### config.mk
export PLATFORM = sky130hd
export DESIGN_NAME = soc_address_decoder
export DESIGN_NICKNAME = d
export VERILOG_FILES = /design/src/design/soc_map_pkg.sv /design/src/design/wb_bus_pkg.sv /design/src/design/soc_address_decoder.sv
export VERILOG_INCLUDE_DIRS = /design/src /design/src/design
export SDC_FILE = /design/constraint.sdc
export NUM_CORES = 1
export LEC_CHECK = 0
export BUFFER_PORTS_ARGS = -buffer_cell sky130_fd_sc_hd__buf_2
export CELL_PAD_IN_SITES_DETAIL_PLACEMENT = 0
export CELL_PAD_IN_SITES_GLOBAL_PLACEMENT = 1
export CORE_MARGIN = 2
export CORE_UTILIZATION = 26
export CTS_CLUSTER_DIAMETER = 60
export DETAILED_ROUTE_END_ITERATION = 10
export MAX_ROUTING_LAYER = met4
export PLACE_DENSITY_LB_ADDON = 0.15
export SLEW_MARGIN = 5
export SYNTH_ARGS = -nofsm -noshare
export SYNTH_HDL_FRONTEND = slang
export SYNTH_SLANG_ARGS = --single-unit
### constraint.sdc
create_clock -name wb_clk_i -period 5.6 [get_ports wb_clk_i]
set_input_delay 0.84 -clock wb_clk_i [delete_from_list [all_inputs] [get_ports wb_clk_i]]
set_output_delay 0.84 -clock wb_clk_i [all_outputs]
set_load 0.03 [all_outputs]
### src/design/soc_consts.svh
`ifndef SOC_CONSTS_SVH
`define SOC_CONSTS_SVH

// Wishbone host port
`define WB_ADDR_W 28
`define WB_DATA_W 32
`define WB_SEL_W 4

// Address split, top field picks the slave
`define SLAVE_SEL_W 4
`define LOCAL_OFFSET_W 24

// Local memory geometry, one bank per SRAM macro
`define SRAM_ADDR_W 9
`define SRAM_BANKS 2

// ID block register index
`define ID_REG_W 2

// Slave numbers in the address map
`define SLAVE_MEMORY 0
`define SLAVE_ID 1

`endif
### src/design/soc_map_pkg.sv
`include "soc_consts.svh"

package soc_map_pkg;

	// Slave field of the host address, other codes are unmapped
	typedef enum logic [`SLAVE_SEL_W-1:0] {
		SLAVE_SEL_MEMORY = `SLAVE_SEL_W'(`SLAVE_MEMORY),
		SLAVE_SEL_ID = `SLAVE_SEL_W'(`SLAVE_ID)
	} slave_sel_e;

	// Memory view, bank bit above the word index
	typedef struct packed {
		logic [`LOCAL_OFFSET_W-`SRAM_ADDR_W-4:0] unused;
		logic bank;
		logic [`SRAM_ADDR_W-1:0] word;
		logic [1:0] lane;
	} mem_view_t;

	// Register view for the ID block
	typedef struct packed {
		logic [`LOCAL_OFFSET_W-`ID_REG_W-3:0] unused;
		logic [`ID_REG_W-1:0] index;
		logic [1:0] lane;
	} reg_view_t;

	typedef union packed {
		mem_view_t mem;
		reg_view_t regs;
	} local_offset_u;

	// Host side current slave probe
	typedef struct packed {
		slave_sel_e slave;
		logic active;
	} soc_probe_t;

endpackage

### src/design/wb_bus_pkg.sv
`include "soc_consts.svh"

package wb_bus_pkg;

	// One host transaction as taken from the Wishbone port
	typedef struct packed {
		logic we;
		logic [`WB_SEL_W-1:0] sel;
		logic [`WB_DATA_W-1:0] data;
		logic [`WB_ADDR_W-1:0] adr;
	} wb_req_t;

	// Answer to one transaction
	// Error carries zero data
	typedef struct packed {
		logic error;
		logic [`WB_DATA_W-1:0] data;
	} wb_resp_t;

endpackage

### src/design/soc_address_decoder.sv
`include "soc_consts.svh"

module soc_address_decoder (
	input  logic wb_clk_i,
	input  logic arst_n_i,
	input  wb_bus_pkg::wb_req_t host_req_i,
	input  logic host_req_valid_i,
	output logic host_req_ready_o,
	output wb_bus_pkg::wb_resp_t host_resp_o,
	output logic host_resp_valid_o,
	output wb_bus_pkg::wb_req_t slave_req_o,
	output soc_map_pkg::local_offset_u slave_offset_o,
	output logic mem_req_valid_o,
	output logic id_req_valid_o,
	input  logic mem_resp_valid_i,
	input  logic id_resp_valid_i,
	input  logic [`WB_DATA_W-1:0] mem_rdata_i,
	input  logic [`WB_DATA_W-1:0] id_rdata_i,
	output soc_map_pkg::soc_probe_t probe_o
);
	import wb_bus_pkg::*;
	import soc_map_pkg::*;

	wb_req_t req_q;
	logic busy_q;
	logic issue_q;
	logic mem_valid_q;
	logic id_valid_q;
	logic err_valid_q;
	logic take;
	logic resp_valid;
	slave_sel_e slave_field;

	assign host_req_ready_o = !busy_q;
	assign take = host_req_valid_i && !busy_q;

	// Top address bits pick the slave, the rest is the local offset
	assign slave_field = slave_sel_e'(req_q.adr[`WB_ADDR_W-1 -: `SLAVE_SEL_W]);
	assign slave_offset_o = local_offset_u'(req_q.adr[`LOCAL_OFFSET_W-1:0]);
	assign slave_req_o = req_q;

	always_ff @(posedge wb_clk_i) begin
		if (take)
			req_q <= host_req_i;
	end

	always_ff @(posedge wb_clk_i or negedge arst_n_i) begin
		if (!arst_n_i) begin
			busy_q <= 1'b0;
			issue_q <= 1'b0;
			mem_valid_q <= 1'b0;
			id_valid_q <= 1'b0;
			err_valid_q <= 1'b0;
		end else begin
			issue_q <= take;
			mem_valid_q <= issue_q && (slave_field == SLAVE_SEL_MEMORY);
			id_valid_q <= issue_q && (slave_field == SLAVE_SEL_ID);
			// Unmapped field, answered here without a slave
			err_valid_q <= issue_q && !(slave_field inside {SLAVE_SEL_MEMORY, SLAVE_SEL_ID});
			if (take)
				busy_q <= 1'b1;
			else if (resp_valid)
				busy_q <= 1'b0;
		end
	end

	assign mem_req_valid_o = mem_valid_q;
	assign id_req_valid_o = id_valid_q;

	// Slave responses pass straight through
	assign resp_valid = err_valid_q || mem_resp_valid_i || id_resp_valid_i;
	assign host_resp_valid_o = resp_valid;

	always_comb begin
		host_resp_o.error = err_valid_q;
		if (mem_resp_valid_i)
			host_resp_o.data = mem_rdata_i;
		else if (id_resp_valid_i)
			host_resp_o.data = id_rdata_i;
		else
			host_resp_o.data = '0;
	end

	assign probe_o.slave = slave_field;
	assign probe_o.active = busy_q;

	// One request in flight, so no two slave or response valids overlap
	assert property (@(posedge wb_clk_i) disable iff (!arst_n_i)
		$onehot0({mem_valid_q, id_valid_q, mem_resp_valid_i, id_resp_valid_i, err_valid_q}));

endmodule

==> results.toml <==
[timing]
rsz0062_at_grt = "no"
max_freq_mhz = 288
fin_skew_ns = 0.0117
tightest_slew_ns = 1.17
finalSetupViolations = 0
hold_viol_final = 0
relSlewSlack_pct = 21.7
fin_crit_sh_pct = 62.0
fin_crit_ns = 3.47
fin_tns_setup_ns = 0
slew_violations = 0
setup_ws_ns = 2.13

[power_and_ir_drop]
ir_worst_vdd_mv = 0.146
p_leak_uw = 0.00200
power_density_mw_per_mm2 = 326

[critical_path]
critPathMostFrequentCell = "buf_2"
path_cells = "buf_2 -> nor2b_2 -> a22o_1 -> buf_2"
slowest_stage = "nor2b_2"
cp.arrival_ns = 2.63
crit_required_ns = 4.76
cp_max_fo = 35
cpPeakStageDelay_ns = 0.97
criticalPathCategory = "primary input to output pin"
crit_path_end_kind = "output pin"
path_delay_family = "simple AND/OR/NAND/NOR gates"
startpoint_type = "primary input"
critPathBufInv = 2

[clocking]
cts_setup_buffers = 0
cts_made_buffers = 9
cts_hold_buf = 0
clockBufferDepth = 2
cts_tree = "built"
path_clk_slew_ns = 0.08
cts-root-buf = "clkbuf_8"
clock-sinks = 70
htree_levels = 3
post_cts_resized = 0
clk-insertion-delay-late_ns = 0.34

[die]
dieArea_mm2 = 0.0112
ioPinCount = 265
core_area_mm2 = 0.0102
initial_core_util_pct = 26.5
die_y_um = 106
die_w_um = 106
num_rows = 37

[synthesis]
ys_warn_count = 0
synthesis.area_mm2 = 0.00271
synthFlopType = "edfxtp_1"
synth_top_cell_by_area = "edfxtp_1"
ys_seq_area_share_pct = 76.7
synth.most_common_cell = "edfxtp_1"
synth_seq_cells = 70
synth_common_cells = "65 x edfxtp_1, 33 x buf_4, 31 x a22o_1, 5 x dfrtp_1, 3 x buf_2"
netlist_instances = 150
synth_cell_types = 17
syn_avg_cell_area_um2 = 18.0
synth_edf_count = 65
synth.top_cell.area_share_pct = 72.1
synth_area_leaders = "edfxtp_1 72%, a22o_1 10%, buf_4 9.2%, dfrtp_1 4.6%, buf_2 0.55%"
synthArstFlopShare_pct = 7.14
syn-num-nets = 284

[placed_design]
place_congestion = 0.694
dp_hpwl_um = 6680
port_buffers = 264
detailedPlace.worstSlack_ns = 2.10

[detailed_routing]
wirelength_um = 8360
drt-initial-drc-count = 106
num_vias = 2195
ant_nets = 0
firstDrtPassIters = 4
viasPerCell = 4.14
post_drt_wl_per_cell_um = 15.8
drcViolationCount = 0

[final_layout]
utilization_pct = 40.7
n_antenna_cell = 0
nFillCells = 999
drive_gt1_share_pct = 72.1
syn_to_final_growth_pct = 53.7
nNetsFinal = 523

[grt]
use_met3_pct = 6.38
grt_max_degree = 68
met1_usage_pct = 14.4
grt_pass1_vias = 2243
busiest_layer = "met2"
grt_overflow_total = 0
antenna_found_initial = 0
grt_pass1_wl_um = 12100
grt_util_all_layers_pct = 15.0
use_met2_pct = 26.9

[min_path]
hold_class = "primary input to asynchronous set/reset pin"

[flow_run]
drv_cap = 0

[run_status]
status = "completed"
==> power breakdown <==
part | switching (uW) | internal, uW
Clock | 200 | 255
Combinational | 189 | 88.5
Sequential | 12.4 | 613
==> metrics by stage <==
stage          hold slack, ns  cells  instance area [um^2]  power, uW
3_5_place_dp            0.515    514                  3940        919
2_1_floorplan           0.471    150                  2710        826
6_report                0.309    530                  4160       1360
4_1_cts                 0.287    530                  4160       1390
3_3_place_gp            0.512    514                  3940        918
5_1_grt                 0.283    530                  4160       1430
==> flip-flops by register name, indices dropped and copies added, names as in the netlist <==
name and flops:
probe_o 4, slave_req_o 37, busy_q 1, id_req_valid_o 1, issue_q 1, err_valid_q 1, slave_offset_o 24, mem_req_valid_o 1
==> layer usage <==
layer	vias up	wire [um]
met5	-	0
met4	0	164
met3	14	870
met2	140	4580
met1	1010	2750
li1	1031	-
==> worst paths after layout <==
check / start / endpoint / slack [ns] / cells after the start
hold / removal: arst_n_i / busy_q$_DFFE_PN0P_ / 0.31 / 1
max in group asynchronous: arst_n_i / mem_req_valid_o$_DFF_PN0_ / 5.13 / 1
setup / recovery: mem_resp_valid_i / host_resp_o[2] / 2.13 / 4
hold reg to reg: probe_o[1]$_DFFE_PP_ / mem_req_valid_o$_DFF_PN0_ / 0.52 / 1
min in group wb_clk_i: probe_o[1]$_DFFE_PP_ / mem_req_valid_o$_DFF_PN0_ / 0.52 / 1
setup reg to reg: busy_q$_DFFE_PN0P_ / probe_o[3]$_DFFE_PP_ / 3.99 / 2
==> layout by cell type (no fill, tap or decap), types with 2 or more instances in the layout <==
cell | synthesis | routed
dfrtp_1 | 5 | 5
edfxtp_1 | 65 | 65
clkbuf_8 | 0 | 9
inv_6 | 0 | 2
buf_2 | 3 | 264
bufinv_16 | 0 | 2
a22o_1 | 31 | 31
nand2_1 | 2 | 2
==> logic make-up after synthesis <==
kind of cell    share of synthesized area, %
flops                                   76.7
simple gates                            2.03
compound gates                          11.0
buf+inv                                 10.3
==> area by class of cell <==
type	count	area [um^2]	area share (%)
flip-flops and latches	70	2080	49.9
repair buffers	265	1330	31.9
multi-input cells	42	359	8.63
well taps	136	170	4.09
clock buffers	10	128	3.07
clock inverters	6	93.8	2.26
inverters	1	3.75	0.0902
(Power assumes the default switching activity.)
