`src/design/soc_consts.svh`:
```
`ifndef SOC_CONSTS_SVH
`define SOC_CONSTS_SVH

// Wishbone host port
`define WB_ADDR_W 28
`define WB_DATA_W 32
`define WB_SEL_W 4

// Address split, top field picks the slave
`define SLAVE_SEL_W 4
`define LOCAL_OFFSET_W 24

// Local memory geometry, one bank per SRAM macro
`define SRAM_ADDR_W 9
`define SRAM_BANKS 2

// ID block register index
`define ID_REG_W 2

// Slave numbers in the address map
`define SLAVE_MEMORY 0
`define SLAVE_ID 1

`endif
```
`src/design/wb_bus_pkg.sv`:
```
`include "soc_consts.svh"

package wb_bus_pkg;

	// One host transaction as taken from the Wishbone port
	typedef struct packed {
		logic we;
		logic [`WB_SEL_W-1:0] sel;
		logic [`WB_DATA_W-1:0] data;
		logic [`WB_ADDR_W-1:0] adr;
	} wb_req_t;

	// Answer to one transaction
	// Error carries zero data
	typedef struct packed {
		logic error;
		logic [`WB_DATA_W-1:0] data;
	} wb_resp_t;

endpackage

```
`src/design/wb_host_port.sv`:
```
`include "soc_consts.svh"

module wb_host_port (
	input  logic wb_clk_i,
	input  logic arst_n_i,
	input  logic wb_cyc_i,
	input  logic wb_stb_i,
	input  logic wb_we_i,
	input  logic [`WB_SEL_W-1:0] wb_sel_i,
	input  logic [`WB_DATA_W-1:0] wb_data_i,
	input  logic [`WB_ADDR_W-1:0] wb_adr_i,
	output logic wb_ack_o,
	output logic wb_stall_o,
	output logic wb_error_o,
	output logic [`WB_DATA_W-1:0] wb_data_o,
	output wb_bus_pkg::wb_req_t host_req_o,
	output logic host_req_valid_o,
	input  logic host_req_ready_i,
	input  wb_bus_pkg::wb_resp_t host_resp_i,
	input  logic host_resp_valid_i
);
	import wb_bus_pkg::*;

	wb_req_t req_q;
	logic req_valid_q;
	logic busy_q;
	logic ack_q;
	logic error_q;
	logic [`WB_DATA_W-1:0] rdata_q;
	logic accept;

	// New cycle only while no request is in flight
	assign accept = wb_cyc_i && wb_stb_i && !busy_q;

	always_ff @(posedge wb_clk_i) begin
		if (accept) begin
			req_q.we <= wb_we_i;
			req_q.sel <= wb_sel_i;
			req_q.data <= wb_data_i;
			req_q.adr <= wb_adr_i;
		end
	end

	always_ff @(posedge wb_clk_i or negedge arst_n_i) begin
		if (!arst_n_i) begin
			req_valid_q <= 1'b0;
			busy_q <= 1'b0;
			ack_q <= 1'b0;
			error_q <= 1'b0;
		end else begin
			if (accept)
				req_valid_q <= 1'b1;
			else if (host_req_ready_i)
				req_valid_q <= 1'b0;
			// Held through the ack or error cycle
			if (accept)
				busy_q <= 1'b1;
			else if (ack_q || error_q)
				busy_q <= 1'b0;
			ack_q <= host_resp_valid_i && !host_resp_i.error;
			error_q <= host_resp_valid_i && host_resp_i.error;
		end
	end

	always_ff @(posedge wb_clk_i) begin
		if (host_resp_valid_i)
			rdata_q <= host_resp_i.data;
	end

	assign host_req_o = req_q;
	assign host_req_valid_o = req_valid_q;
	assign wb_stall_o = busy_q;
	assign wb_ack_o = ack_q;
	assign wb_error_o = error_q;
	assign wb_data_o = rdata_q;

	// Decoder has drained the last request before the host starts another
	assert property (@(posedge wb_clk_i) disable iff (!arst_n_i)
		accept |-> host_req_ready_i && !req_valid_q);

endmodule

```
`config.mk`:
```
export PLATFORM = sky130hd
export DESIGN_NAME = wb_host_port
export DESIGN_NICKNAME = d
export VERILOG_FILES = /design/src/design/wb_bus_pkg.sv /design/src/design/wb_host_port.sv
export VERILOG_INCLUDE_DIRS = /design/src /design/src/design
export SDC_FILE = /design/constraint.sdc
export NUM_CORES = 1
export LEC_CHECK = 0
export ABC_AREA = 0
export ABC_CLOCK_PERIOD_IN_PS = 4600
export BUFFER_PORTS_ARGS = -buffer_cell sky130_fd_sc_hd__buf_2
export CORE_UTILIZATION = 44
export DETAILED_ROUTE_END_ITERATION = 8
export GPL_TIMING_DRIVEN = 1
export PLACE_DENSITY = 0.95
export SETUP_SLACK_MARGIN = 0.02
export SLEW_MARGIN = 20
export SYNTH_ARGS = -nofsm -noshare
export SYNTH_HDL_FRONTEND = slang
export SYNTH_SLANG_ARGS = --single-unit
```
`constraint.sdc`:
```
create_clock -name wb_clk_i -period 4.6 [get_ports wb_clk_i]
set_clock_uncertainty 0.15 [all_clocks]
set_input_delay 0.46 -clock wb_clk_i [delete_from_list [all_inputs] [get_ports wb_clk_i]]
set_output_delay 0.46 -clock wb_clk_i [all_outputs]
set_load 0.05 [all_outputs]
```
==> reports/metrics.cfg, run 1 <==
[status]
outcome = completed

[cts]
root_buffer = clkbuf_8
cts_resized = 0
clock_path_buffers = 2
cts_max_level = 3
cts.sinks = 101
path_clk_slew_ns = 0.10
cts_tree = built
cts_buffers = 9
clock_latency_ns = 0.34
holdBufCountCts = 1
cts_setup_buffers = 0

[critical_path]
crit_fanout = 55
worstSetupStartpoint = wb_stall_o
cp-endpoint = host_req_o[54]
r2r-start = wb_stall_o
cp-end-kind = register
cp-start-kind = register
path_buf_inv = 2
timing.rr.end = host_req_o[54]
arrival_ns = 1.73
path_cells = nand3b_4, inv_2, buf_4
crit_slowest_cell = buf_4
cp_num_cells = 3
worstSetupPathType = register to register
r2r_cells = 3
required_ns = 4.44
reg2reg_setup_slack_ns = 2.71
crit_family = buffers and inverters
slowest_delay_ns = 0.58

[route]
drc = 0
routed_wl_um = 6520
dr.pass1.iters = 4
via_per_inst = 4.57
num_vias = 1878
ant_nets = 0
initialDrtViolationCount = 91
wl_per_cell_um = 15.9

[sta]
worst_slack_ns = 2.71
fmax_mhz = 530
rsz0062_at_grt = no
setup_viol = 0
setup_tns_ns = 0
slew_headroom_pct = 53.9
final_hold_viol_count = 0
hold-worst-slack_ns = 0.120
min_period_over_period_pct = 41.0
slew_viol_final = 0
period_minus_slack_ns = 1.89
worst_slew_pin_slew_ns = 0.692

[grt]
grt_pass1_vias = 1886
gr-total-overflow = 0
antenna_found_initial = 0
grt_max_degree = 56
grt_util_all_layers_pct = 17.5
grt_pass1_wl_um = 9070

[logic_synthesis]
synth-main-ff-cell = edfxtp_1
yosys-top-cells-area = edfxtp_1, dfrtp_1, nand3b_4
synth_edf_count = 97
syn_inst = 109
synth_seq_cells = 101
synth_most_common_cell = edfxtp_1
synth.largest_area_cell = edfxtp_1
synthesis.area_um2 = 3080
synth_area_per_cell_um2 = 28.2
synthTopCellsByCount = edfxtp_1, dfrtp_1, inv_1, o21ai_2
syn_nets = 213
yosysSeqAreaShare_pct = 97.9
synth_top_area_share_pct = 94.7
synth-async-reset-ratio_pct = 3.96
yosysWarningCount = 0
synth.distinct_cells = 8

[floorplan]
chipHeight_um = 85.6
die_x_um = 85.6
dieArea_um2 = 7330
coreArea_um2 = 6760
ios = 205
rows = 30
initial_core_util_pct = 45.5

[placed_design]
gp_congestion = 0.714
port_buffers = 204
pre_cts_ws_ns = 2.60

[layout]
final.fill_count = 481
syn2layout_area_growth_pct = 45.0
diodes = 0
nets = 430
drive_gt1_share_pct = 67.7
post-route-util_pct = 66.0

[min_path]
hold_path.startpoint = wb_data_i[14]
hp-class = input pin to register

[power_and_ir_drop]
ir_drop_mv = 0.260
p_per_area_nw_per_um2 = 459
power.leakage_nw = 1.94

[flow_run]
drv_cap = 0

## cell usage in the layout (no fill, tap or decap), drive strengths merged, types with 2 or more instances in the layout
master / n
bufinv: 3
edfxtp: 97
clkbuf: 9
dfrtp: 4
buf: 205
o21ai: 2
inv: 4
## where the power goes
part,switching [mW],internal (mW)
Sequential,0.0146,1.07
Combinational,0.238,0.0690
Clock,0.291,0.365
## cells by family (layout without fill, tap and decap cells)
| group | after synthesis | after routing | synth area share, % |
|---|---|---|---|
| flip-flops | 101 | 101 | 97.9 |
| AND/OR/NAND/NOR | 4 | 4 | 1.26 |
| AO/OA/AOI/OAI | 2 | 2 | 0.569 |
| buffers and inverters | 2 | 224 | 0.244 |
## how the worst min path moves through the flow
stage	endpoint	slack [ns]	depth (start not counted)
6_report	host_req_o[42]	0.12	1
4_1_cts	wb_ack_o	0.10	2
2_1_floorplan	host_req_valid_o	0.01	0
3_3_place_gp	wb_ack_o	0.13	1
3_5_place_dp	wb_ack_o	0.13	1
5_1_grt	host_req_o[56]	0.09	1
## stage by stage
stage,instance area (um^2),std cells,power (mW)
finish,4460,411,2.05
global route,4460,411,2.11
CTS,4460,411,2.07
detailed placement,4210,394,1.42
global placement,4210,394,1.41
floorplan,3080,109,1.31
## registers in the layout (all words and copies together), names as in the netlist
| name | flops |
|---|---|
| wb_ack_o | 1 |
| wb_stall_o | 1 |
| host_req_o | 65 |
| wb_data_o | 32 |
| host_req_valid_o | 1 |
| wb_error_o | 1 |
## routing by layer
layer	GRT usage (%)	share of wire [%]	vias up
met5	0	0	-
met4	8.94	2.2	0
met3	7.31	10	10
met2	33.6	55	136
met1	15.3	32	869
li1	-	-	863
## final cells by class
type	instances	area (um^2)	share of cell area [%]
sequential	101	3010	67.5
clock inverter	7	121	2.72
tap	80	100	2.24
multi-input combinational	6	56.3	1.26
inverter	2	7.51	0.168
timing repair buffer	206	1040	23.3
clock buffer	9	124	2.78
(Power assumes the default switching activity.)
==> run 2: changes to the inputs <==
--- a/config.mk
+++ b/config.mk
@@ -6,13 +6,13 @@
 export SDC_FILE = /design/constraint.sdc
 export NUM_CORES = 1
 export LEC_CHECK = 0
-export ABC_AREA = 0
-export ABC_CLOCK_PERIOD_IN_PS = 4600
+export ABC_AREA = 1
+export ABC_CLOCK_PERIOD_IN_PS = 1780
 export BUFFER_PORTS_ARGS = -buffer_cell sky130_fd_sc_hd__buf_2
-export CORE_UTILIZATION = 44
+export CORE_UTILIZATION = 41
 export DETAILED_ROUTE_END_ITERATION = 8
 export GPL_TIMING_DRIVEN = 1
-export PLACE_DENSITY = 0.95
+export PLACE_DENSITY = 0.9
 export SETUP_SLACK_MARGIN = 0.02
 export SLEW_MARGIN = 20
 export SYNTH_ARGS = -nofsm -noshare
==> constraint.sdc (replaced) <==
create_clock -name wb_clk_i -period 1.78 [get_ports wb_clk_i]
set_clock_uncertainty 0.15 [all_clocks]
set_input_delay 0.178 -clock wb_clk_i [delete_from_list [all_inputs] [get_ports wb_clk_i]]
set_output_delay 0.178 -clock wb_clk_i [all_outputs]
set_load 0.05 [all_outputs]
==> run 2 against run 1 <==
Net effect: the flow now stops in clock tree synthesis (4_1_cts); synthesized area decreased by 0.12%; synthesized cell count increased by 5.5%.
==> reports/metrics.cfg, run 2 <==
[status]
outcome = aborted with a tool error
stop_stage = clock tree synthesis (4_1_cts)
error = [ERROR RSZ-0060] Max buffer count reached.

[floorplan]
die_x_um = 88.6
initial_core_util_pct = 42.4
chipHeight_um = 88.6
rows = 31
ios = 205

[logic_synthesis]
synthesis.area_um2 = 3070
yosys-top-cells-area = edfxtp_1, dfrtp_1, inv_1
synth_most_common_cell = edfxtp_1
syn_inst = 115
synth-async-reset-ratio_pct = 3.96
yosysWarningCount = 0
synth_area_per_cell_um2 = 26.7
synth.distinct_cells = 7
yosysSeqAreaShare_pct = 98.0
synthTopCellsByCount = edfxtp_1, inv_1, dfrtp_1, nand2_1
synth_edf_count = 97
synth.largest_area_cell = edfxtp_1
synth_top_area_share_pct = 94.8
synth-main-ff-cell = edfxtp_1
syn_nets = 219
synth_seq_cells = 101

[cts]
cts.sinks = 101
cts_max_level = 3
root_buffer = clkbuf_8
cts_buffers = 9
clock_path_buffers = 2
cts_resized = 0
cts_setup_buffers = 0
holdBufCountCts = 102

[placed_design]
port_buffers = 204
dp_hpwl_um = 4910
gp_congestion = 0.748

-- run 2: cell count changes after synthesis, sizes merged --
cell,delta
nand2,+4
o21ai,-2
nor2b,-1
nand2b,-1
nor2,+1
nand3,+2
inv,+5
nand3b,-1
and2,-1
-- run 2: stage by stage --
step / TNS, ns / hold slack (ns) / worst slack, ns / instance area [um^2] / std cells
3_5_place_dp: 0 / -0.158 / 0.231 / 4270 / 422
2_1_floorplan: -24.18 / -0.268 / -0.372 / 3080 / 115
3_3_place_gp: 0 / -0.169 / 0.273 / 4270 / 422
-- run 2: kinds of logic after synthesis --
| group | Yosys count | share of synthesized area [%] |
|---|---|---|
| flops | 101 | 98.0 |
| simple gates | 7 | 1.10 |
| buf+inv | 7 | 0.855 |
==> run 3: changes to the inputs <==
--- a/config.mk
+++ b/config.mk
@@ -9,11 +9,10 @@
 export ABC_AREA = 1
 export ABC_CLOCK_PERIOD_IN_PS = 1780
 export BUFFER_PORTS_ARGS = -buffer_cell sky130_fd_sc_hd__buf_2
-export CORE_UTILIZATION = 41
+export CORE_UTILIZATION = 40
 export DETAILED_ROUTE_END_ITERATION = 8
 export GPL_TIMING_DRIVEN = 1
-export PLACE_DENSITY = 0.9
-export SETUP_SLACK_MARGIN = 0.02
+export PLACE_DENSITY_LB_ADDON = 0.15
 export SLEW_MARGIN = 20
 export SYNTH_ARGS = -nofsm -noshare
 export SYNTH_HDL_FRONTEND = slang
==> run 3 against run 2 <==
Net effect: synthesized area did not move; the run again fails in clock tree synthesis (4_1_cts); synthesized cell count is the same.
==> reports/metrics.cfg, run 3 <==
[logic_synthesis]
syn_inst = 115
synth_area_per_cell_um2 = 26.7
synth_seq_cells = 101
synth.largest_area_cell = edfxtp_1
synth_edf_count = 97
yosys-top-cells-area = edfxtp_1, dfrtp_1, inv_1
synth_most_common_cell = edfxtp_1
syn_nets = 219
synth-main-ff-cell = edfxtp_1
synthTopCellsByCount = edfxtp_1, inv_1, dfrtp_1, nand2_1
synth.distinct_cells = 7
synthesis.area_um2 = 3070
synth_top_area_share_pct = 94.8
synth-async-reset-ratio_pct = 3.96
yosysSeqAreaShare_pct = 98.0
yosysWarningCount = 0

[floorplan]
ios = 205
die_x_um = 89.7
initial_core_util_pct = 41.9
rows = 31
chipHeight_um = 89.7

[placed_design]
dp_hpwl_um = 4720
port_buffers = 204
gp_congestion = 0.727
pre_cts_ws_ns = 0.313

[cts]
holdBufCountCts = 102
clock_path_buffers = 2
cts_resized = 0
cts_setup_buffers = 0
root_buffer = clkbuf_8
cts_buffers = 9
cts.sinks = 101
cts_max_level = 3

[status]
stop_stage = clock tree synthesis (4_1_cts)
error = [ERROR RSZ-0060] Max buffer count reached.
outcome = aborted with a tool error

## run 3: through the flow
stage | hold WS [ns] | util, % | cell area, um^2 | cells
floorplan | -0.268 | - | 3080 | 115
global placement | -0.167 | 58.3 | 4270 | 421
detailed placement | -0.165 | 58.3 | 4270 | 421
## run 3: cell families after synthesis
| family | share of synthesized area, % |
|---|---|
| buffers and inverters | 0.855 |
| DFF | 98.0 |
| and+or+nand+nor | 1.10 |
