--- src/design/soc_consts.svh ---
`ifndef SOC_CONSTS_SVH
`define SOC_CONSTS_SVH

// Wishbone host port
`define WB_ADDR_W 28
`define WB_DATA_W 32
`define WB_SEL_W 4

// Address split, top field picks the slave
`define SLAVE_SEL_W 4
`define LOCAL_OFFSET_W 24

// Local memory geometry, one bank per SRAM macro
`define SRAM_ADDR_W 9
`define SRAM_BANKS 2

// ID block register index
`define ID_REG_W 2

// Slave numbers in the address map
`define SLAVE_MEMORY 0
`define SLAVE_ID 1

`endif
--- src/design/soc_map_pkg.sv ---
`include "soc_consts.svh"

package soc_map_pkg;

	// Slave field of the host address, other codes are unmapped
	typedef enum logic [`SLAVE_SEL_W-1:0] {
		SLAVE_SEL_MEMORY = `SLAVE_SEL_W'(`SLAVE_MEMORY),
		SLAVE_SEL_ID = `SLAVE_SEL_W'(`SLAVE_ID)
	} slave_sel_e;

	// Memory view, bank bit above the word index
	typedef struct packed {
		logic [`LOCAL_OFFSET_W-`SRAM_ADDR_W-4:0] unused;
		logic bank;
		logic [`SRAM_ADDR_W-1:0] word;
		logic [1:0] lane;
	} mem_view_t;

	// Register view for the ID block
	typedef struct packed {
		logic [`LOCAL_OFFSET_W-`ID_REG_W-3:0] unused;
		logic [`ID_REG_W-1:0] index;
		logic [1:0] lane;
	} reg_view_t;

	typedef union packed {
		mem_view_t mem;
		reg_view_t regs;
	} local_offset_u;

	// Host side current slave probe
	typedef struct packed {
		slave_sel_e slave;
		logic active;
	} soc_probe_t;

endpackage

--- src/design/wb_bus_pkg.sv ---
`include "soc_consts.svh"

package wb_bus_pkg;

	// One host transaction as taken from the Wishbone port
	typedef struct packed {
		logic we;
		logic [`WB_SEL_W-1:0] sel;
		logic [`WB_DATA_W-1:0] data;
		logic [`WB_ADDR_W-1:0] adr;
	} wb_req_t;

	// Answer to one transaction
	// Error carries zero data
	typedef struct packed {
		logic error;
		logic [`WB_DATA_W-1:0] data;
	} wb_resp_t;

endpackage

--- src/design/id_register_block.sv ---
`include "soc_consts.svh"

module id_register_block (
	input  logic wb_clk_i,
	input  logic arst_n_i,
	input  logic req_valid_i,
	input  wb_bus_pkg::wb_req_t req_i,
	input  soc_map_pkg::local_offset_u offset_i,
	input  logic [10:0] manufacturer_id_i,
	input  logic [15:0] part_id_i,
	input  logic [3:0] version_id_i,
	input  logic [7:0] core0_index_i,
	input  logic [7:0] core1_index_i,
	output logic resp_valid_o,
	output logic [`WB_DATA_W-1:0] rdata_o
);
	localparam logic [`ID_REG_W-1:0] REG_IDCODE = 0;
	localparam logic [`ID_REG_W-1:0] REG_CORES = 1;
	localparam logic [`ID_REG_W-1:0] REG_SCRATCH = 2;

	logic [`WB_DATA_W-1:0] scratch_q;
	logic [`WB_DATA_W-1:0] rdata_q;
	logic [`WB_DATA_W-1:0] rd_word;
	logic resp_valid_q;

	always_comb begin
		case (offset_i.regs.index)
			REG_IDCODE: rd_word = {version_id_i, part_id_i, manufacturer_id_i, 1'b1};
			REG_CORES: rd_word = {16'b0, core1_index_i, core0_index_i};
			REG_SCRATCH: rd_word = scratch_q;
			default: rd_word = '0;
		endcase
	end

	always_ff @(posedge wb_clk_i or negedge arst_n_i) begin
		if (!arst_n_i) begin
			scratch_q <= '0;
			resp_valid_q <= 1'b0;
		end else begin
			resp_valid_q <= req_valid_i;
			// Only scratch is writable, other writes just get an ack
			if (req_valid_i && req_i.we && offset_i.regs.index == REG_SCRATCH) begin
				for (int l = 0; l < `WB_SEL_W; l++) begin
					if (req_i.sel[l])
						scratch_q[8*l +: 8] <= req_i.data[8*l +: 8];
				end
			end
		end
	end

	always_ff @(posedge wb_clk_i) begin
		if (req_valid_i)
			rdata_q <= rd_word;
	end

	assign resp_valid_o = resp_valid_q;
	assign rdata_o = rdata_q;

endmodule

--- config.mk ---
export PLATFORM = sky130hd
export DESIGN_NAME = id_register_block
export DESIGN_NICKNAME = d
export VERILOG_FILES = /design/src/design/soc_map_pkg.sv /design/src/design/wb_bus_pkg.sv /design/src/design/id_register_block.sv
export VERILOG_INCLUDE_DIRS = /design/src /design/src/design
export SDC_FILE = /design/constraint.sdc
export NUM_CORES = 1
export LEC_CHECK = 0
export BUFFER_PORTS_ARGS = -buffer_cell sky130_fd_sc_hd__buf_2
export CAP_MARGIN = 10
export CORE_MARGIN = 2
export CORE_UTILIZATION = 43
export DETAILED_ROUTE_END_ITERATION = 6
export MAX_ROUTING_LAYER = met4
export PLACE_DENSITY = 0.81
export SETUP_SLACK_MARGIN = 0.4
export SLEW_MARGIN = 20
export SYNTH_ARGS = -nofsm -noshare
export SYNTH_HDL_FRONTEND = slang
export SYNTH_SLANG_ARGS = --single-unit
export TNS_END_PERCENT = 5
--- constraint.sdc ---
create_clock -name wb_clk_i -period 1.14 [get_ports wb_clk_i]
set_input_delay 0.114 -clock wb_clk_i [delete_from_list [all_inputs] [get_ports wb_clk_i]]
set_output_delay 0.114 -clock wb_clk_i [all_outputs]
set_load 0.005 [all_outputs]
==> results by group, run 1 <==
Clock network
  – CTS Sinks: 65
  – Clock Path Buffers: 2
  – Root Buffer: clkbuf_8
  – H-Tree Depth: 3
  – Worst-skew pair later-pin latency: 330 ps
  – Post_cts resized: 0
  – CTS tree: yes
  – Number of CTS-inserted buffers: 9
  – Clk slew on worst S/H paths: 70 ps
  – CTS Hold Bufs: 1

Die
  – Cell Rows: 29
  – Die area: 0.007109 sq mm
  – Starting Density: 44.19%
  – Die width: 84.32 microns
  – Core area: 0.006277 sq mm
  – Die height: 84.32 microns
  – I/O pin count: 172

Finish
  – Share of cells above drive strength 1: 48.66%
  – Layout Cell Area excl Fill: 0.003829 sq mm
  – ANT cells: 0
  – Fill cells: 516
  – Final nets: 469
  – Area grow syn2layout: 38.02%
  – Non-filler cells, final: 412

Setup path
  – Slowest cell delay on critical path: 370 ps
  – WP buf/inv: 1
  – CP max stage cell: edfxtp_1
  – Critical Path RT: 1030 ps
  – CP Capture Type: primary output
  – Worst setup SP type: register
  – CP max FO: 1
  – Kind of critical path: register to primary output
  – CP top delay family: flip-flops
  – CP arrival: 850 ps
  – Worst path cell trace: buf_2

STA
  – Hold Slack: -8.250 ps
  – RSZ-0062 raised after global routing: true
  – Final hold violations: 10
  – Fin crit period: 962.2 ps
  – Tcrit/Tclk final: 84.40%
  – Max Slew Vio Count: 0
  – Final setup viols: 0
  – Clk_skew: 8.696 ps
  – Post-route setup TNS: 0 ps
  – Relative slew slack: 71.08%
  – Max frequency: 1039 MHz
  – Slew @ Worst Pin: 433.8 ps

Detailed routing
  – Via count: 1990
  – # DRC: 0
  – TritonRoute pass-1 iters: 4
  – Total Wirelength: 6.410 mm
  – DRT iter0 DRCs: 103
  – Routed wire per std cell: 15.56 microns
  – Vias per cell: 4.830
  – Final ANT Viol Nets: 0

Pwr
  – Overall power: 0.005637 W
  – Leak: 1.874 nW
  – Internal: 0.004287 W
  – Sw Pwr: 0.001351 W
  – Clock Power Share: 30.4%
  – Sw Ratio: 23.96%
  – Combinational share of power: 15.9%
  – Seq pwr share: 53.7%
  – Cell Pwr Density: 1472 mW/mm^2
  – Worst vdd ir: 1281 uV

Global route
  – GRT overflow: 0
  – Initial antenna violation count: 0
  – Total GRT Usage: 19.28%
  – Number of global-route vias before repair: 2157
  – First-pass GRT wire length: 10.12 mm
  – Largest net degree at the start of global routing: 34

Synth
  – Most common cell in the synthesized netlist: dfrtp_1
  – Syn Nets: 331
  – Synthesis-stage register bit count: 65
  – Top cells by count, synth: dfrtp_1 (33), edfxtp_1 (32), mux2_1 (32)
  – Sequential cell area fraction in the yosys report: 64.41%
  – Mapped Area: 0.002774 sq mm
  – Synth Instances: 192
  – Ys async rst share: 50.77%
  – Largest area contributor in the netlist: edfxtp_1
  – Top FF cell, synth: dfrtp_1
  – Synth top area share: 34.64%
  – Synth Warn #: 0
  – Syn_area_per_cell: 14.45 sq um
  – Post-synth EDFFs: 32
  – Top cells by area, synth: edfxtp_1 (35%), dfrtp_1 (30%), mux2_1 (13%), mux2i_1 (11%), o21ai_0 (2.7%)
  – Synth cell types: 15

Outcome
  – Status: complete, but fails checks
  – Failing checks: negative hold slack

Min path
  – Worst hold path type: input pin to register

Placement
  – Placed cell count: 395
  – Port buffer count: 121
  – Gpl congestion: 0.8087
  – Post-DP HPWL: 4.824 mm
  – Placed standard-cell area: 0.003645 sq mm

Flow run
  – Max_cap viols: 0
[final cells by class]
class                   count  area, sq um  area share [%]
repair buffers            136        758.2           19.80
multi-input cells         118         1013           26.47
well taps                  77        96.34           2.516
clock buffers              13        158.9           4.150
flip-flops and latches     65         1787           46.67
clock inverters             3        15.01          0.3922
[registers in the layout (all words and copies together), names as in the netlist]
| signal | cells |
|---|---|
| resp_valid_o | 1 |
| scratch_q | 32 |
| rdata_o | 32 |
[kinds of logic after synthesis]
group                  Yosys count  synth area share, %
multiplexers                    63                24.18
AND/OR/NAND/NOR                 39                6.856
AO/OA/AOI/OAI                   16                2.887
flip-flops                      65                64.41
buffers and inverters            9                1.669
[cells in the final DEF (no fill, tap or decap), types with 2 or more instances in the layout]
master	instances
nor2_1	16
mux2_1	22
clkinv_2	3
mux2i_1	31
buf_2	121
o21ai_0	15
nand2_8	4
dfrtp_1	33
buf_4	11
buf_12	3
nand2_1	15
mux2_4	10
clkbuf_1	2
nor2b_1	2
edfxtp_1	32
clkbuf_8	11
[power groups by stage]
stage	registers, W	clock network, W	logic [W]
floorplan	0.00304	0	0.000481
global placement	0.00305	0	0.000864
detailed placement	0.00308	0	0.000907
CTS	0.00303	0.00177	0.000914
global route	0.00307	0.00188	0.000989
finish	0.00303	0.00172	0.000894
[layer usage]
metal  vias to the layer above  share of wire [%]  GRT usage, %
li1                        966                  -             -
met1                       939                 41         22.40
met2                        71                 52         31.96
met3                        14                4.7         3.048
met4                         0                2.6         10.70
met5                         -                  0             -
[path summary, 6_finish.rpt]
kind	end	cells after the start	start	slack [ps]
hold / removal	scratch_q[24]	2	req_i[52]	-8
setup / recovery	rdata_o[15]	1	rdata_o[15]	180
hold reg to reg	scratch_q[30]	1	scratch_q[30]	490
min in group asynchronous	scratch_q[0]	2	arst_n_i	290
setup reg to reg	rdata_o[12]	2	scratch_q[12]	220
max in group asynchronous	scratch_q[17]	3	arst_n_i	400
[metrics by stage]
step	setup WS, ps	hold slack (ps)	utilization (%)
floorplan	42.60	-181.6	-
global placement	-72.02	62.02	58.06
detailed placement	-96.43	70.30	58.06
CTS	157.2	-26.35	60.99
global route	113.0	-25.37	60.99
finish	177.8	-8.250	60.99
[repair_timing]
item                                   in CTS  in global routing
setup buffers                               0                  0
endpoints found under the hold margin      39                 16
setup endpoints to repair                  97                115
pin swaps                                   0                  0
Note: power is estimated with default switching activity, not from simulation.
==> inputs of run 2 (changes only) <==
- CORE_UTILIZATION: 43 -> 39
- PLACE_DENSITY: 0.81 -> 0.78
- clock period: 1.14 -> 0.8 ns (I/O delays scaled with it)
==> results by group, run 2 (same netlist as run 1, synthesis figures left out) <==
Global route
  – Largest net degree at the start of global routing: 34 (unchanged)
  – GRT overflow: 0 (unchanged)
  – Initial antenna violation count: 0 (unchanged)
  – Total GRT Usage: 17.14% (-2.1 points)
  – Gr busiest metal: met2
  – First-pass GRT wire length: 9.591 mm (-5.2%)
  – Number of global-route vias before repair: 2004 (-7.1%)
  – GR Util met2: 26.45% (-5.5 points)
  – GR Util met3: 4.384% (+1.3 points)
  – GRT met1 Usage: 21.12% (-1.3 points)

STA
  – Worst setup margin: -134.3 ps (-312.1 ps)
  – Max Slew Vio Count: 0 (unchanged)
  – Final setup viols: 96 (+96)
  – RSZ-0062 raised after global routing: true
  – Hold Slack: -304.2 ps (-295.9 ps)
  – Clk_skew: 10.79 ps (+2.090 ps)
  – Final hold violations: 65 (+55)
  – Slew @ Worst Pin: 318.0 ps (-115.8 ps)
  – Tcrit/Tclk final: 116.8%
  – Relative slew slack: 78.80% (+7.7 points)
  – Post-route setup TNS: -5165 ps (-5165 ps)
  – Max frequency: 1070 MHz
  – Fin crit period: 934.3 ps

Pwr
  – Overall power: 0.008661 W (+54%)
  – Internal: 0.006583 W (+54%)
  – Clock Power Share: 35.2% (+4.8 points)
  – Sw Ratio: 23.99% (+0.032 points)
  – Worst vdd ir: 1090 uV (-15%)
  – Seq pwr share: 49.9% (-3.8 points)
  – Combinational share of power: 14.9% (-1.0 points)
  – Leak: 1.886 nW (+0.66%)
  – Cell Pwr Density: 2229 mW/mm^2 (+51%)
  – Sw Pwr: 0.002078 W (+54%)

Clock network
  – Setup Buffers After CTS: 0 (unchanged)
  – Clk slew on worst S/H paths: 80 ps (about the same)
  – H-Tree Depth: 3 (unchanged)
  – CTS Sinks: 65 (unchanged)
  – Number of CTS-inserted buffers: 9 (unchanged)
  – CTS tree: yes
  – Clock Path Buffers: 2 (unchanged)
  – Root Buffer: clkbuf_8
  – Worst-skew pair later-pin latency: 330 ps (about the same)

Placement
  – Placed cell count: 413 (+4.6%)
  – Gpl congestion: 0.7124 (-12%)
  – Placed standard-cell area: 0.003661 sq mm (+0.45%)
  – Post-DP HPWL: 4.896 mm (+1.5%)
  – Port buffer count: 121 (unchanged)

Setup path
  – CP max FO: 1 (unchanged)
  – Kind of critical path: register to primary output
  – CP top delay family: flip-flops
  – CP max stage cell: edfxtp_1
  – Critical Path RT: 720 ps (-310 ps)
  – Worst path cell trace: buf_2
  – CP arrival: 850 ps (about the same)
  – Slowest cell delay on critical path: 390 ps (+20 ps)
  – CP Capture Type: primary output
  – Worst setup SP type: register
  – WP buf/inv: 1 (unchanged)

Die
  – Cell Rows: 30 (+3.4%)
  – I/O pin count: 172 (unchanged)
  – Die height: 88.34 microns (+4.8%)
  – Starting Density: 40.60% (-3.6 points)
  – Die area: 0.007803 sq mm (+9.8%)
  – Die width: 88.34 microns (+4.8%)
  – Core area: 0.006832 sq mm (+8.8%)

Finish
  – Most common cell after layout, fill and taps aside: buf_2
  – Final nets: 467 (-0.43%)
  – Area grow syn2layout: 40.10%
  – ANT cells: 0 (unchanged)
  – Share of cells above drive strength 1: 49.55% (+0.89 points)
  – Layout Cell Area excl Fill: 0.003886 sq mm (+1.5%)
  – Most frequent cells in the layout: buf_2 (121), dfrtp_1 (33), edfxtp_1 (32)
  – Non-filler cells, final: 429 (+4.1%)
  – Fin util: 56.89% (-4.1 points)

Detailed routing
  – Routed wire per std cell: 15.10 microns (-3.0%)
  – # DRC: 0 (unchanged)
  – DRT iter0 DRCs: 97 (-5.8%)
  – Total Wirelength: 6.477 mm (+1.0%)
  – Vias per cell: 4.674 (-3.2%)
  – Via count: 2005 (+0.75%)
  – TritonRoute pass-1 iters: 4 (unchanged)
  – Final ANT Viol Nets: 0 (unchanged)

Outcome
  – Status: complete, but fails checks
  – Failing checks: negative hold slack, negative setup slack

Min path
  – Worst hold path type: input pin to asynchronous set/reset pin

Flow run
  – Max_cap viols: 0 (unchanged)
[run 2: changes by cell type in the layout (fill, tap and decap cells not counted), sizes merged]
cell         previous run  this run
bufinv                  0         2
clkbuf                 13         9
clkinv                  3         4
buf                   135       134
clkinvlp                0         1
dlygate4sd3             1         0
[run 2: area by class of cell]
type / count / area (sq um)
clock buffer: 9 / 123.9
clock inverter: 7 / 95.09
fill: 611 / 2945
multi-input combinational: 118 / 1016
sequential: 65 / 1787
tap: 96 / 120.1
timing repair buffer: 134 / 744.5
[run 2: power by group through the flow]
| stage | clock, W | combinational, W | sequential (W) |
|---|---|---|---|
| 2_1_floorplan | 0 | 0.000685 | 0.00433 |
| 3_3_place_gp | 0 | 0.00122 | 0.00437 |
| 3_5_place_dp | 0 | 0.00128 | 0.00439 |
| 4_1_cts | 0.00311 | 0.00131 | 0.00432 |
| 5_1_grt | 0.00323 | 0.00143 | 0.00438 |
| 6_report | 0.00305 | 0.00129 | 0.00432 |
[run 2: worst paths after layout]
check	start	slack, ps	depth (start not counted)	endpoint
worst min register to register	scratch_q[21]	490	1	scratch_q[21]
max in group asynchronous	arst_n_i	920	2	scratch_q[23]
worst max-delay path	rdata_o[26]	-130	1	rdata_o[26]
min in group wb_clk_i	req_i[49]	-50	2	scratch_q[21]
worst max register to register	scratch_q[1]	-100	2	rdata_o[1]
worst min-delay path	arst_n_i	-300	2	scratch_q[2]
[run 2: stage by stage]
stage               hold slack [ps]  setup slack [ps]
detailed placement            57.82            -394.4
floorplan                    -215.6            -263.4
global route                 -302.0            -176.2
global placement              56.15            -354.3
CTS                          -308.5            -151.9
finish                       -304.2            -134.3
[run 2: timing repair]
item                                    CTS  global route
gates resized for setup                  16             1
endpoints found under the setup margin  130           129
endpoints found under the hold margin    65            65
[run 2: per-layer routing]
layer	routed length [microns]	vias up
li1	-	959
met5	0	-
met3	349	12
met4	123	0
met1	2818	957
met2	3185	77
==> inputs of run 3 (changes only) <==
- REMOVE_ABC_BUFFERS: not set -> 1
- SLEW_MARGIN: 20 -> not set
==> results by group, run 3 (same netlist as run 1, synthesis figures left out) <==
Setup path
  – Worst setup SP type: register
  – CP arrival: 860 ps (about the same)
  – Worst path cell trace: buf_2
  – CP max FO: 1 (unchanged)
  – WP buf/inv: 1 (unchanged)
  – CP Capture Type: primary output
  – CP max stage cell: edfxtp_1
  – Worst r2r path cells: 2 (unchanged)
  – R2r startpoint: scratch_q[2]
  – Stages on the worst setup path: 1 (unchanged)
  – Slowest cell delay on critical path: 390 ps (about the same)
  – CP Launch Point: rdata_o[17]
  – Critical Path RT: 720 ps (about the same)
  – CP top delay family: flip-flops
  – Kind of critical path: register to primary output

Min path
  – Worst hold path type: input pin to asynchronous set/reset pin

Pwr
  – Worst vdd ir: 1062 uV (-2.5%)
  – Overall power: 0.008040 W (-7.2%)
  – Leak: 1.853 nW (-1.8%)
  – Cell Pwr Density: 2123 mW/mm^2 (-4.7%)

Placement
  – Gpl congestion: 0.7278 (+2.2%)
  – Post-DP HPWL: 4.575 mm (-6.6%)
  – Placed cell count: 410 (-0.73%)
  – Port buffer count: 121 (unchanged)

Finish
  – ANT cells: 0 (unchanged)
  – Area grow syn2layout: 36.54%
  – Final nets: 464 (-0.64%)
  – Share of cells above drive strength 1: 45.76% (-3.8 points)
  – Most frequent cells in the layout: buf_2 (121), dfrtp_1 (33), edfxtp_1 (32)
  – Most common cell after layout, fill and taps aside: buf_2
  – Fin util: 55.44% (-1.4 points)
  – Non-filler cells, final: 426 (-0.70%)

Detailed routing
  – Routed wire per std cell: 14.72 microns (-2.5%)
  – Final ANT Viol Nets: 0 (unchanged)
  – DRT iter0 DRCs: 58 (-40%)
  – Via count: 1982 (-1.1%)
  – # DRC: 0 (unchanged)
  – Total Wirelength: 6.271 mm (-3.2%)
  – Vias per cell: 4.653 (-0.45%)
  – TritonRoute pass-1 iters: 2 (-2)

Global route
  – GRT overflow: 0 (unchanged)
  – Number of global-route vias before repair: 2024 (+1.0%)
  – Total GRT Usage: 17.54% (+0.40 points)
  – First-pass GRT wire length: 9.673 mm (+0.85%)
  – Largest net degree at the start of global routing: 34 (unchanged)
  – Initial antenna violation count: 0 (unchanged)

STA
  – Max frequency: 1064 MHz (-0.63%)
  – Final setup viols: 94 (-2.1%)
  – Final hold violations: 65 (unchanged)
  – Fin crit period: 940.2 ps (+5.876 ps)
  – Hold Slack: -303.7 ps (+0.5150 ps)
  – Tcrit/Tclk final: 117.5% (+0.73 points)
  – Max Slew Vio Count: 0 (unchanged)
  – Clk_skew: 4.567 ps (-6.219 ps)
  – Post-route setup TNS: -4697 ps (+468.2 ps)
  – Relative slew slack: 80.60% (+1.8 points)
  – RSZ-0062 raised after global routing: true
  – Worst setup margin: -140.2 ps (-5.876 ps)
  – Slew @ Worst Pin: 291.0 ps (-26.98 ps)

Die
  – Starting Density: 40.60% (unchanged)
  – Core area: 0.006832 sq mm (unchanged)
  – Die area: 0.007803 sq mm (unchanged)
  – Die height: 88.34 microns (unchanged)
  – Cell Rows: 30 (unchanged)
  – Die width: 88.34 microns (unchanged)
  – I/O pin count: 172 (unchanged)

Outcome
  – Status: complete, but fails checks
  – Failing checks: negative hold slack, negative setup slack

Clock network
  – CTS Sinks: 65 (unchanged)
  – Number of CTS-inserted buffers: 9 (unchanged)
  – CTS tree: yes
  – Clk slew on worst S/H paths: 70 ps (about the same)
  – Clock Path Buffers: 2 (unchanged)
  – Worst-skew pair later-pin latency: 330 ps (about the same)
  – Setup Buffers After CTS: 0 (unchanged)
  – Root Buffer: clkbuf_8
  – H-Tree Depth: 3 (unchanged)

Flow run
  – Max_cap viols: 0 (unchanged)
## run 3: changes by cell type in the layout (fill, tap and decap cells not counted), sizes merged
cell	before	now
buf	134	130
bufinv	2	0
clkbuf	9	14
clkinv	4	3
clkinvlp	1	0
## run 3: area by class of cell
type                       instances  area (sq um)
fill                             630          3044
sequential                        65          1787
multi-input combinational        118         948.4
timing repair buffer             131         749.5
clock buffer                      13         168.9
tap                               96         120.1
clock inverter                     3         13.76
## run 3: repair_timing
| item | in CTS | in global routing |
|---|---|---|
| setup endpoints to repair | 129 | 129 |
| hold endpoints to repair | 65 | 65 |
| gates resized for setup | 17 | 2 |
| pin swaps | 0 | 3 |
## run 3: power by group
part           switching (W)  leakage (nW)  internal [W]
sequential          0.000241         0.729       0.00408
combinational       0.000516          1.03      0.000685
clock                0.00116        0.0968       0.00136
total                0.00192          1.85       0.00612
## run 3: worst paths after layout
kind / end / slack [ps]
setup / recovery: rdata_o[17] / -140
hold / removal: scratch_q[7] / -300
setup reg to reg: rdata_o[2] / -70
hold reg to reg: scratch_q[1] / 500
max in group asynchronous: scratch_q[31] / 930
min in group wb_clk_i: scratch_q[16] / -40
## run 3: per-layer routing
| metal | wire [microns] | global-route usage (%) | up-vias |
|---|---|---|---|
| met1 | 2571 | 20.71 | 957 |
| li1 | - | - | 953 |
| met5 | 0 | - | - |
| met3 | 324 | 3.731 | 9 |
| met4 | 106 | 7.163 | 0 |
| met2 | 3268 | 29.25 | 63 |
## run 3: per-stage QoR
step | setup slack [ps] | cell area, sq um
finish | -140.2 | 3787
global route | -179.1 | 3787
CTS | -180.9 | 3781
detailed placement | -386.2 | 3591
global placement | -359.6 | 3591
floorplan | -313.6 | 2728
